==> src/verilog/stk_cmd_queue.sv <==
// -----------------------------------------------
// Register-file FIFO, DEPTH a power of two >= 2
// Head shows a write one cycle later
// -----------------------------------------------

`timescale 1ns/10ps

module stk_cmd_queue #(
  parameter int DEPTH = 2
, parameter int W     = 8
) (
  input  logic         i_push
, input  logic [W-1:0] i_push_dat
, input  logic         i_pop
, output logic [W-1:0] o_pop_dat
, output logic         o_full
, output logic         o_empty
, input  logic         clk
, input  logic         i_rst_n
);

  localparam int AW = $clog2(DEPTH);

  // Storage
  logic [W-1:0] mem [DEPTH];

  // Pointers carry one extra wrap bit
  logic [AW:0]  wr_ptr;
  logic [AW:0]  rd_ptr;
  logic [AW:0]  wr_ptr_nxt;
  logic [AW:0]  rd_ptr_nxt;
  logic         push_ok;
  logic         pop_ok;
  logic         full_nxt;
  logic         empty_nxt;

  // Drop strobes that would overrun or underrun
  assign push_ok = i_push & ~o_full;
  assign pop_ok  = i_pop & ~o_empty;

  assign wr_ptr_nxt = wr_ptr + {{AW{1'b0}}, push_ok};
  assign rd_ptr_nxt = rd_ptr + {{AW{1'b0}}, pop_ok};

  // Flags from the next pointer state
  assign empty_nxt = (wr_ptr_nxt == rd_ptr_nxt);
  assign full_nxt  = (wr_ptr_nxt[AW] != rd_ptr_nxt[AW])
                   && (wr_ptr_nxt[AW-1:0] == rd_ptr_nxt[AW-1:0]);

  always_ff @(posedge clk or negedge i_rst_n) begin
    if (!i_rst_n) begin
      wr_ptr  <= '0;
      rd_ptr  <= '0;
      o_full  <= 1'b0;
      o_empty <= 1'b1;
    end else begin
      wr_ptr  <= wr_ptr_nxt;
      rd_ptr  <= rd_ptr_nxt;
      o_full  <= full_nxt;
      o_empty <= empty_nxt;
    end
  end

  always_ff @(posedge clk) begin
    if (push_ok) begin
      mem[wr_ptr[AW-1:0]] <= i_push_dat;
    end
  end

  // Head entry
  assign o_pop_dat = mem[rd_ptr[AW-1:0]];

endmodule : stk_cmd_queue

==> config.mk <==
export PLATFORM = sky130hd
export DESIGN_NAME = stk_cmd_queue
export DESIGN_NICKNAME = d
export VERILOG_FILES = /design/src/verilog/stk_cmd_queue.sv
export SDC_FILE = /design/constraint.sdc
export NUM_CORES = 1
export LEC_CHECK = 0
export ABC_AREA = 1
export BUFFER_PORTS_ARGS = -buffer_cell sky130_fd_sc_hd__buf_2
export CAP_MARGIN = 15
export CORE_UTILIZATION = 54
export DETAILED_ROUTE_END_ITERATION = 16
export PLACE_DENSITY = 0.91
export SLEW_MARGIN = 5
export SYNTH_ARGS = -nofsm -noshare
export SYNTH_HDL_FRONTEND = slang
export SYNTH_SLANG_ARGS = --single-unit
==> constraint.sdc <==
create_clock -name clk -period 4.09 [get_ports clk]
set_input_delay 0.6135 -clock clk [delete_from_list [all_inputs] [get_ports clk]]
set_output_delay 0.6135 -clock clk [all_outputs]
set_load 0.005 [all_outputs]
==> impl_metrics.env, run 1 <==
export IMPL_coreArea_mm2=0.00156
export IMPL_port_buffers=21
export IMPL_num_rows=14
export IMPL_start_kind="register"
export IMPL_drc=0
export IMPL_synth_top_family_by_area="multiplexers"
export IMPL_diodes=0
export IMPL_cts_resized=0
export IMPL_clk_latency_ns=0.30
export IMPL_htree_levels=1
export IMPL_status="complete, no violations"
export IMPL_nets=102
export IMPL_antenna_found_initial=0
export IMPL_reg2reg_slack_ns=2.44
export IMPL_ant_nets=0
export IMPL_clk_path_buf_depth=2
export IMPL_grt_pass1_wl_mm=2.26
export IMPL_setup_ws_ns=2.02
export IMPL_post_cts_repair_setup_buffers=0
export IMPL_report_final_slew_viol_count=0
export IMPL_start_util_pct=59.5
export IMPL_dp_hpwl_mm=1.10
export IMPL_synthDominantCellAreaShare_pct=51.8
export IMPL_r2r_start="o_full$_DFF_PN0_"
export IMPL_routed_wl_mm=1.43
export IMPL_drtIter0Drc=10
export IMPL_synth_cells=62
export IMPL_power_leakage_nw=0.496
export IMPL_area_growth_pct=15.1
export IMPL_r2r_cells=8
export IMPL_cts_tree="built"
export IMPL_synth_area_mux_share_pct=13.0
export IMPL_ys_seq_elements=22
export IMPL_fin_worst_skew_ns=0.00395
export IMPL_grt_pass1_vias=558
export IMPL_synth_simple_gate_area_share_pct=8.91
export IMPL_grtUsageTotal_pct=17.5
export IMPL_worst_slew_pin_transition_ns=0.511
export IMPL_end_kind="output port"
export IMPL_syn_area_um2=927
export IMPL_cts_inserted_buffers=3
export IMPL_ys_top_cells_by_count="16 x edfxtp_1, 10 x nand2_1, 8 x mux2_4, 7 x inv_1"
export IMPL_cp_required_ns=3.48
export IMPL_cts_hold_buffers=0
export IMPL_vdd_drop_max_mv=0.429
export IMPL_io_pins=22
export IMPL_hold_viol_final=0
export IMPL_rsz0062_at_grt="false"
export IMPL_synth_edf_count=16
export IMPL_dieWidth_um=43.4
export IMPL_crit_type="reg -> out"
export IMPL_yosys_warnings=0
export IMPL_yosysMostFrequentCell="edfxtp_1"
export IMPL_synth_fa_ha_area_share_pct=4.05
export IMPL_finalWeightedCongestion=0.672
export IMPL_dr_pass1_iters=4
export IMPL_grt_max_degree=13
export IMPL_vias=544
export IMPL_cts_sinks=22
export IMPL_clk_pin_slew_ns=0.12
export IMPL_fin_crit_ns=2.07
export IMPL_synth_xor_xnor_area_share_pct=0.945
export IMPL_period_share_pct=50.6
export IMPL_globalRouteOverflowTotal=0
export IMPL_p_per_area_mw_per_mm2=686
export IMPL_seq_area_frac_synth_pct=68.2
export IMPL_synth_fp_nets=77
export IMPL_place_ws_ns=2.17
export IMPL_clock_fmax_ghz=0.483
export IMPL_ys_top_cells_by_area="edfxtp_1 52%, dfrtp_1 13%, mux2_4 13%"
export IMPL_drv_cap=0
export IMPL_clockRootBuffer="clkbuf_4"
export IMPL_synth_flop_cell="edfxtp_1"
export IMPL_drive_gt1_share_pct=46.5
export IMPL_fill_cells=113
export IMPL_cp_data_arrival_time_ns=1.46
export IMPL_finalSetupViolCount=0
export IMPL_fin_setup_tns_ns=0
export IMPL_hold_path_class="in -> async"
export IMPL_multiInputGateArea_um2=254
export IMPL_regArea_um2=632
export IMPL_dieArea_mm2=0.00189
export IMPL_die_h_um=43.4
export IMPL_viasPerCell=5.33
export IMPL_routedWlPerCell_um=14.0
export IMPL_synth_compound_area_share_pct=0.540
export IMPL_async_flop_share_pct=27.3
export IMPL_max_slew_margin_rel_pct=65.9
export IMPL_syn_area_per_cell_um2=15.0
export IMPL_cp_max_fo=9
export IMPL_reg2reg_to="o_full$_DFF_PN0_"
export IMPL_netlist_top_cell_by_area="edfxtp_1"
export IMPL_synth_cell_types=14
-- registers in the layout (all words and copies together), names as in the netlist --
name / cells
mem: 16
wr_ptr: 2
o_full: 1
o_empty: 1
rd_ptr: 2
-- placed cells by master, fill, tap and decap left out --
cell,instances
clkinv_1,1
buf_2,21
a21oi_1,1
nor2_2,1
ha_1,3
nand2_1,10
clkbuf_4,3
dfstp_2,1
nor2_1,2
mux2_4,8
inv_1,7
xnor2_1,1
nand2_2,5
dfrtp_1,5
inv_2,1
edfxtp_1,16
-- report_power, final --
group / switching [W] / leakage [nW] / internal, W / total (W)
Clock: 0.0000636 / 0.0154 / 0.0000356 / 0.0000992
Sequential: 0.0000460 / 0.219 / 0.000310 / 0.000356
Combinational: 0.000131 / 0.262 / 0.000146 / 0.000277
-- per-stage QoR --
| step | utilization, % | cells | hold WS (ns) | power (W) | cell area [µm²] |
|---|---|---|---|---|---|
| floorplan | - | 62 | 0.318 | 0.000566 | 927 |
| global placement | 66.8 | 98 | 0.442 | 0.000622 | 1040 |
| detailed placement | 66.8 | 98 | 0.447 | 0.000643 | 1040 |
| CTS | 68.5 | 102 | 0.105 | 0.000740 | 1070 |
| global route | 68.5 | 102 | 0.101 | 0.000780 | 1070 |
| finish | 68.5 | 102 | 0.104 | 0.000732 | 1070 |
-- worst max-delay path by stage --
stage / from / endpoint / slack (ns) / depth (start not counted)
2_1_floorplan: i_push / o_full$_DFF_PN0_ / 2.51 / 9
3_3_place_gp: i_push / o_full$_DFF_PN0_ / 2.32 / 10
3_5_place_dp: i_push / o_full$_DFF_PN0_ / 2.17 / 10
4_1_cts: rd_ptr[0]$_DFF_PN0_ / o_pop_dat[5] / 2.00 / 2
5_1_grt: rd_ptr[0]$_DFF_PN0_ / o_pop_dat[7] / 1.95 / 2
6_report: rd_ptr[0]$_DFF_PN0_ / o_pop_dat[5] / 2.02 / 2
-- cells by family (layout without fill, tap and decap cells) --
family / after synthesis / count (layout)
multiplexers: 8 / 8
AO/OA/AOI/OAI: 1 / 1
flip-flops: 22 / 22
XOR/XNOR: 1 / 1
adder cells (fa/ha/maj): 3 / 3
AND/OR/NAND/NOR: 18 / 18
buffers and inverters: 9 / 33
-- cell type report --
class                   count  share of cell area (%)
clock buffers               3                    2.11
clock inverters             1                   0.352
inverters                   8                    2.81
multi-input cells          31                    23.8
flip-flops and latches     22                    59.2
well taps                  16                    1.88
repair buffers             21                    9.85
-- critical path, stage by stage, from the launching register on --
cell and delay, ns:
dfrtp_1 0.68, mux2_4 0.34, buf_2 0.13
-- per-layer routing --
metal	vias up	routed length, µm	GRT usage (%)
met5	-	0	0
met4	0	25	11.3
met3	4	68	2.92
met2	20	788	34.5
met1	265	543	16.1
li1	255	-	-
No activity file was read; power rests on OpenSTA's default activity.
==> run 2: changes to the inputs <==
- CORE_UTILIZATION: 54 -> 50
- PLACE_DENSITY: 0.91 -> 0.86
- clock period: 4.09 -> 2 ns (I/O delays scaled with it)
==> impl_metrics.env, run 2 (synthesis gave the netlist of run 1 again) <==
export IMPL_io_pins=22
export IMPL_clock_fmax_ghz=0.577
export IMPL_start_kind="register"
export IMPL_final_common_cell="buf_2"
export IMPL_cp_data_arrival_time_ns=1.43
export IMPL_rsz0062_at_grt="false"
export IMPL_mostFrequentLayoutCells="21 x buf_2, 16 x edfxtp_1, 10 x nand2_1"
export IMPL_viasPerCell=4.56
export IMPL_grtUsageTotal_pct=14.4
export IMPL_crit_type="reg -> out"
export IMPL_die_h_um=45.1
export IMPL_drv_cap=0
export IMPL_grt_pass1_vias=490
export IMPL_dieArea_mm2=0.00203
export IMPL_vdd_drop_max_mv=0.786
export IMPL_vias=511
export IMPL_fin_worst_skew_ns=0.00399
export IMPL_port_buffers=21
export IMPL_htree_levels=1
export IMPL_clk_latency_ns=0.30
export IMPL_hold_path_class="in -> reg"
export IMPL_fill_cells=143
export IMPL_start_util_pct=53.7
export IMPL_cts_sinks=22
export IMPL_r2r_cells=8
export IMPL_reg2reg_slack_ns=0.46
export IMPL_report_final_slew_viol_count=0
export IMPL_clockRootBuffer="clkbuf_4"
export IMPL_nets=103
export IMPL_worst_slew_pin_transition_ns=0.488
export IMPL_ant_nets=0
export IMPL_finalWeightedCongestion=0.664
export IMPL_globalRouteOverflowTotal=0
export IMPL_grt_busiest_layer="met2"
export IMPL_cts_tree="built"
export IMPL_clk_pin_slew_ns=0.11
export IMPL_dieWidth_um=45.1
export IMPL_drive_gt1_share_pct=46.0
export IMPL_period_share_pct=86.7
export IMPL_post_cts_repair_setup_buffers=0
export IMPL_cp_max_fo=9
export IMPL_hold_viol_final=0
export IMPL_drtIter0Drc=1
export IMPL_dr_pass1_iters=2
export IMPL_cp_required_ns=1.70
export IMPL_grt_pass1_wl_mm=1.94
export IMPL_largest_reg_flops=16
export IMPL_coreArea_mm2=0.00173
export IMPL_setup_ws_ns=0.267
export IMPL_cts_resized=0
export IMPL_routedWlPerCell_um=11.2
export IMPL_fin_crit_ns=1.73
export IMPL_dp_hpwl_um=967
export IMPL_grt_use_met1_pct=14.2
export IMPL_clk_path_buf_depth=2
export IMPL_power_leakage_nw=0.500
export IMPL_status="complete, no violations"
export IMPL_p_per_area_mw_per_mm2=1360
export IMPL_max_slew_margin_rel_pct=67.5
export IMPL_post_route_util_pct=63.0
export IMPL_hold_depth=1
export IMPL_place_ws_ns=0.415
export IMPL_gr_usage_met3_pct=2.80
export IMPL_diodes=0
export IMPL_end_kind="output port"
export IMPL_cts_inserted_buffers=3
export IMPL_drc=0
export IMPL_grt_max_degree=13
export IMPL_num_rows=15
export IMPL_finalSetupViolCount=0
export IMPL_met2_usage_pct=27.0
export IMPL_fin_setup_tns_ns=0
export IMPL_area_growth_pct=17.4
export IMPL_antenna_found_initial=0
export IMPL_cts_hold_buffers=1
export IMPL_routed_wl_mm=1.26
==> run 2: cell count changes in the layout (fill, tap and decap cells not counted), sizes merged <==
cell         delta
clkinv          -1
dlygate4sd3     +1
clkbuf          +1
==> run 2: report_power, final <==
part / switching (W) / leakage [nW] / internal, W
logic: 0.000257 / 0.266 / 0.000298
clock network: 0.000124 / 0.0150 / 0.0000779
registers: 0.0000884 / 0.219 / 0.000635
total: 0.000469 / 0.500 / 0.00101
==> run 2: worst max-delay path: stages (launching register included) <==
cell,delay (ns)
dfrtp_1,0.66
mux2_4,0.34
buf_2,0.13
==> run 2: cell type report <==
| cell class | count | area, µm² | area share (%) |
|---|---|---|---|
| sequential | 22 | 632 | 58.0 |
| multi-input combinational | 31 | 254 | 23.3 |
| timing repair buffer | 22 | 115 | 10.6 |
| tap | 25 | 31.3 | 2.87 |
| inverter | 8 | 30.0 | 2.76 |
| clock buffer | 4 | 26.3 | 2.41 |
==> run 2: through the flow <==
step	hold slack [ns]	power (W)	instance area, µm²	cells
floorplan	0.00441	0.00116	927	62
global placement	0.129	0.00127	1050	107
detailed placement	0.132	0.00130	1050	107
CTS	0.163	0.00151	1090	112
global route	0.161	0.00159	1090	112
finish	0.179	0.00148	1090	112
==> run 2: path summary, 6_finish.rpt <==
kind	endpoint	start
setup / recovery	o_pop_dat[6]	rd_ptr[0]$_DFF_PN0_
hold / removal	mem[1][6]$_DFFE_PP_	i_push_dat[6]
setup reg to reg	o_full$_DFF_PN0_	o_full$_DFF_PN0_
hold reg to reg	rd_ptr[1]$_DFF_PN0_	rd_ptr[1]$_DFF_PN0_
max in group asynchronous	o_empty$_DFF_PN1_	i_rst_n
min in group asynchronous	o_full$_DFF_PN0_	i_rst_n
==> run 2: metal layers <==
layer  part of all wire [%]  vias to the layer above
met5                      0                        -
met4                    2.8                        0
met3                    3.8                        5
met2                     55                       16
met1                     38                      235
li1                       -                      255
==> run 3: changes to the inputs <==
- ABC_AREA: 1 -> 0
- CORE_UTILIZATION: 50 -> 49
==> impl_metrics.env, run 3 <==
export IMPL_status="complete, no violations"
export IMPL_clk_pin_slew_ns=0.12
export IMPL_vias=443
export IMPL_dr_pass1_iters=2
export IMPL_antenna_found_initial=0
export IMPL_crit_type="reg -> out"
export IMPL_synth_edf_count=16
export IMPL_vdd_drop_max_mv=1.02
export IMPL_cp_max_fo=9
export IMPL_io_pins=22
export IMPL_start_util_pct=54.3
export IMPL_num_rows=14
export IMPL_ant_nets=0
export IMPL_die_h_um=43.8
export IMPL_synth_fa_ha_area_share_pct=4.39
export IMPL_globalRouteOverflowTotal=0
export IMPL_port_buffers=21
export IMPL_htree_levels=1
export IMPL_cts_tree="built"
export IMPL_max_slew_margin_rel_pct=74.8
export IMPL_routed_wl_mm=1.23
export IMPL_viasPerCell=5.09
export IMPL_ys_seq_elements=22
export IMPL_dieArea_mm2=0.00192
export IMPL_reg2reg_slack_ns=0.53
export IMPL_report_final_slew_viol_count=0
export IMPL_cts_hold_buffers=1
export IMPL_end_kind="output port"
export IMPL_syn_area_per_cell_um2=19.0
export IMPL_synth_compound_area_share_pct=0
export IMPL_nets=87
export IMPL_drive_gt1_share_pct=53.5
export IMPL_largest_reg_flops=16
export IMPL_synth_cells=45
export IMPL_clk_path_buf_depth=2
export IMPL_yosysMostFrequentCell="edfxtp_1"
export IMPL_grt_max_degree=13
export IMPL_coreArea_mm2=0.00158
export IMPL_synth_top_family_by_area="multiplexers"
export IMPL_syn_area_um2=856
export IMPL_cts_sinks=22
export IMPL_netlist_top_cell_by_area="edfxtp_1"
export IMPL_dieWidth_um=43.8
export IMPL_grtUsageTotal_pct=14.8
export IMPL_synth_xor_xnor_area_share_pct=5.85
export IMPL_ys_top_cells_by_count="16 x edfxtp_1, 8 x mux2_2, 5 x dfrtp_1, 3 x ha_1, 3 x inv_1"
export IMPL_clk_latency_ns=0.30
export IMPL_setup_ws_ns=0.299
export IMPL_mostFrequentLayoutCells="21 x buf_2, 16 x edfxtp_1, 8 x mux2_2"
export IMPL_start_kind="register"
export IMPL_place_ws_ns=0.564
export IMPL_clock_fmax_ghz=0.588
export IMPL_diodes=0
export IMPL_fin_setup_tns_ns=0
export IMPL_hold_path_class="in -> reg"
export IMPL_finalWeightedCongestion=0.660
export IMPL_drc=0
export IMPL_synth_fp_nets=60
export IMPL_power_leakage_nw=0.437
export IMPL_cts_inserted_buffers=3
export IMPL_cp_data_arrival_time_ns=1.40
export IMPL_fill_cells=120
export IMPL_routedWlPerCell_um=14.2
export IMPL_grt_pass1_wl_mm=1.94
export IMPL_drtIter0Drc=7
export IMPL_synth_flop_cell="edfxtp_1"
export IMPL_clockRootBuffer="clkbuf_4"
export IMPL_cts_resized=0
export IMPL_grt_pass1_vias=453
export IMPL_seq_area_frac_synth_pct=73.8
export IMPL_fin_worst_skew_ns=0.00360
export IMPL_post_cts_repair_setup_buffers=0
export IMPL_worst_slew_pin_transition_ns=0.378
export IMPL_synthDominantCellAreaShare_pct=56.1
export IMPL_p_per_area_mw_per_mm2=1450
export IMPL_dp_hpwl_um=915
export IMPL_synth_area_mux_share_pct=10.5
export IMPL_period_share_pct=85.0
export IMPL_hold_viol_final=0
export IMPL_cp_required_ns=1.70
export IMPL_yosys_warnings=0
export IMPL_area_growth_pct=20.3
export IMPL_synth_simple_gate_area_share_pct=3.51
export IMPL_ys_top_cells_by_area="edfxtp_1 56%, dfrtp_1 15%, mux2_2 11%"
export IMPL_drv_cap=0
export IMPL_fin_crit_ns=1.70
export IMPL_synth_cell_types=13
export IMPL_async_flop_share_pct=27.3
export IMPL_finalSetupViolCount=0
export IMPL_rsz0062_at_grt="false"
export IMPL_final_common_cell="buf_2"
-- run 3: cell count changes in the layout (fill, tap and decap cells not counted), sizes merged, moves of 2 or more --
cell,before,now
inv,8,3
nor2b,0,3
xnor2,1,3
nand2,15,0
nor2,3,1
-- run 3: path summary, 6_finish.rpt --
| kind | start | cells after the start | to |
|---|---|---|---|
| worst max register to register | rd_ptr[0]$_DFF_PN0_ | 4 | o_full$_DFF_PN0_ |
| max in group asynchronous | i_rst_n | 2 | o_empty$_DFF_PN1_ |
| worst min register to register | wr_ptr[1]$_DFF_PN0_ | 1 | wr_ptr[1]$_DFF_PN0_ |
| min in group asynchronous | i_rst_n | 2 | wr_ptr[0]$_DFF_PN0_ |
| worst max-delay path | rd_ptr[0]$_DFF_PN0_ | 2 | o_pop_dat[4] |
| worst min-delay path | i_push_dat[6] | 1 | mem[1][6]$_DFFE_PP_ |
-- run 3: area by class of cell --
cell class / count / area (µm²) / share of cell area (%)
multi-input combinational: 19 / 208 / 20.2
timing repair buffer: 23 / 123 / 11.9
clock buffer: 4 / 36.3 / 3.52
sequential: 22 / 632 / 61.4
inverter: 3 / 11.3 / 1.09
tap: 16 / 20.0 / 1.94
-- run 3: critical path: stages, from the launching register on --
cell and delay (ns):
dfrtp_1 0.59, mux2_2 0.39, buf_2 0.13
-- run 3: cell families (layout without fill, tap and decap cells) --
group	Yosys count	after routing
buffers and inverters	4	30
flip-flops	22	22
multiplexers	8	8
adder cells (fa/ha/maj)	3	3
AND/OR/NAND/NOR	4	4
XOR/XNOR	4	4
-- run 3: stage by stage --
stage	hold WS, ns	instances	instance area (µm²)	util [%]	total power, W
after floorplan	0.00441	45	856	-	0.00111
after global placement	0.126	82	983	62.4	0.00125
after detailed placement	0.130	82	983	62.4	0.00127
after CTS	0.183	87	1030	65.3	0.00151
after global routing	0.173	87	1030	65.3	0.00158
final	0.186	87	1030	65.3	0.00150
-- run 3: per-layer routing --
| layer | part of all wire [%] | global-route usage [%] | vias to the layer above |
|---|---|---|---|
| met5 | 0 | 0 | - |
| met1 | 44 | 18.1 | 214 |
| met3 | 5.3 | 2.50 | 2 |
| met2 | 50 | 25.1 | 16 |
| li1 | - | - | 211 |
| met4 | 1.1 | 7.50 | 0 |
-- run 3: where the power goes --
part | internal, W | total (W) | leakage (nW) | switching (W)
sequential | 0.000640 | 0.000715 | 0.219 | 0.0000755
combinational | 0.000303 | 0.000544 | 0.197 | 0.000242
clock | 0.000111 | 0.000236 | 0.0210 | 0.000125
total | 0.00105 | 0.00150 | 0.437 | 0.000443
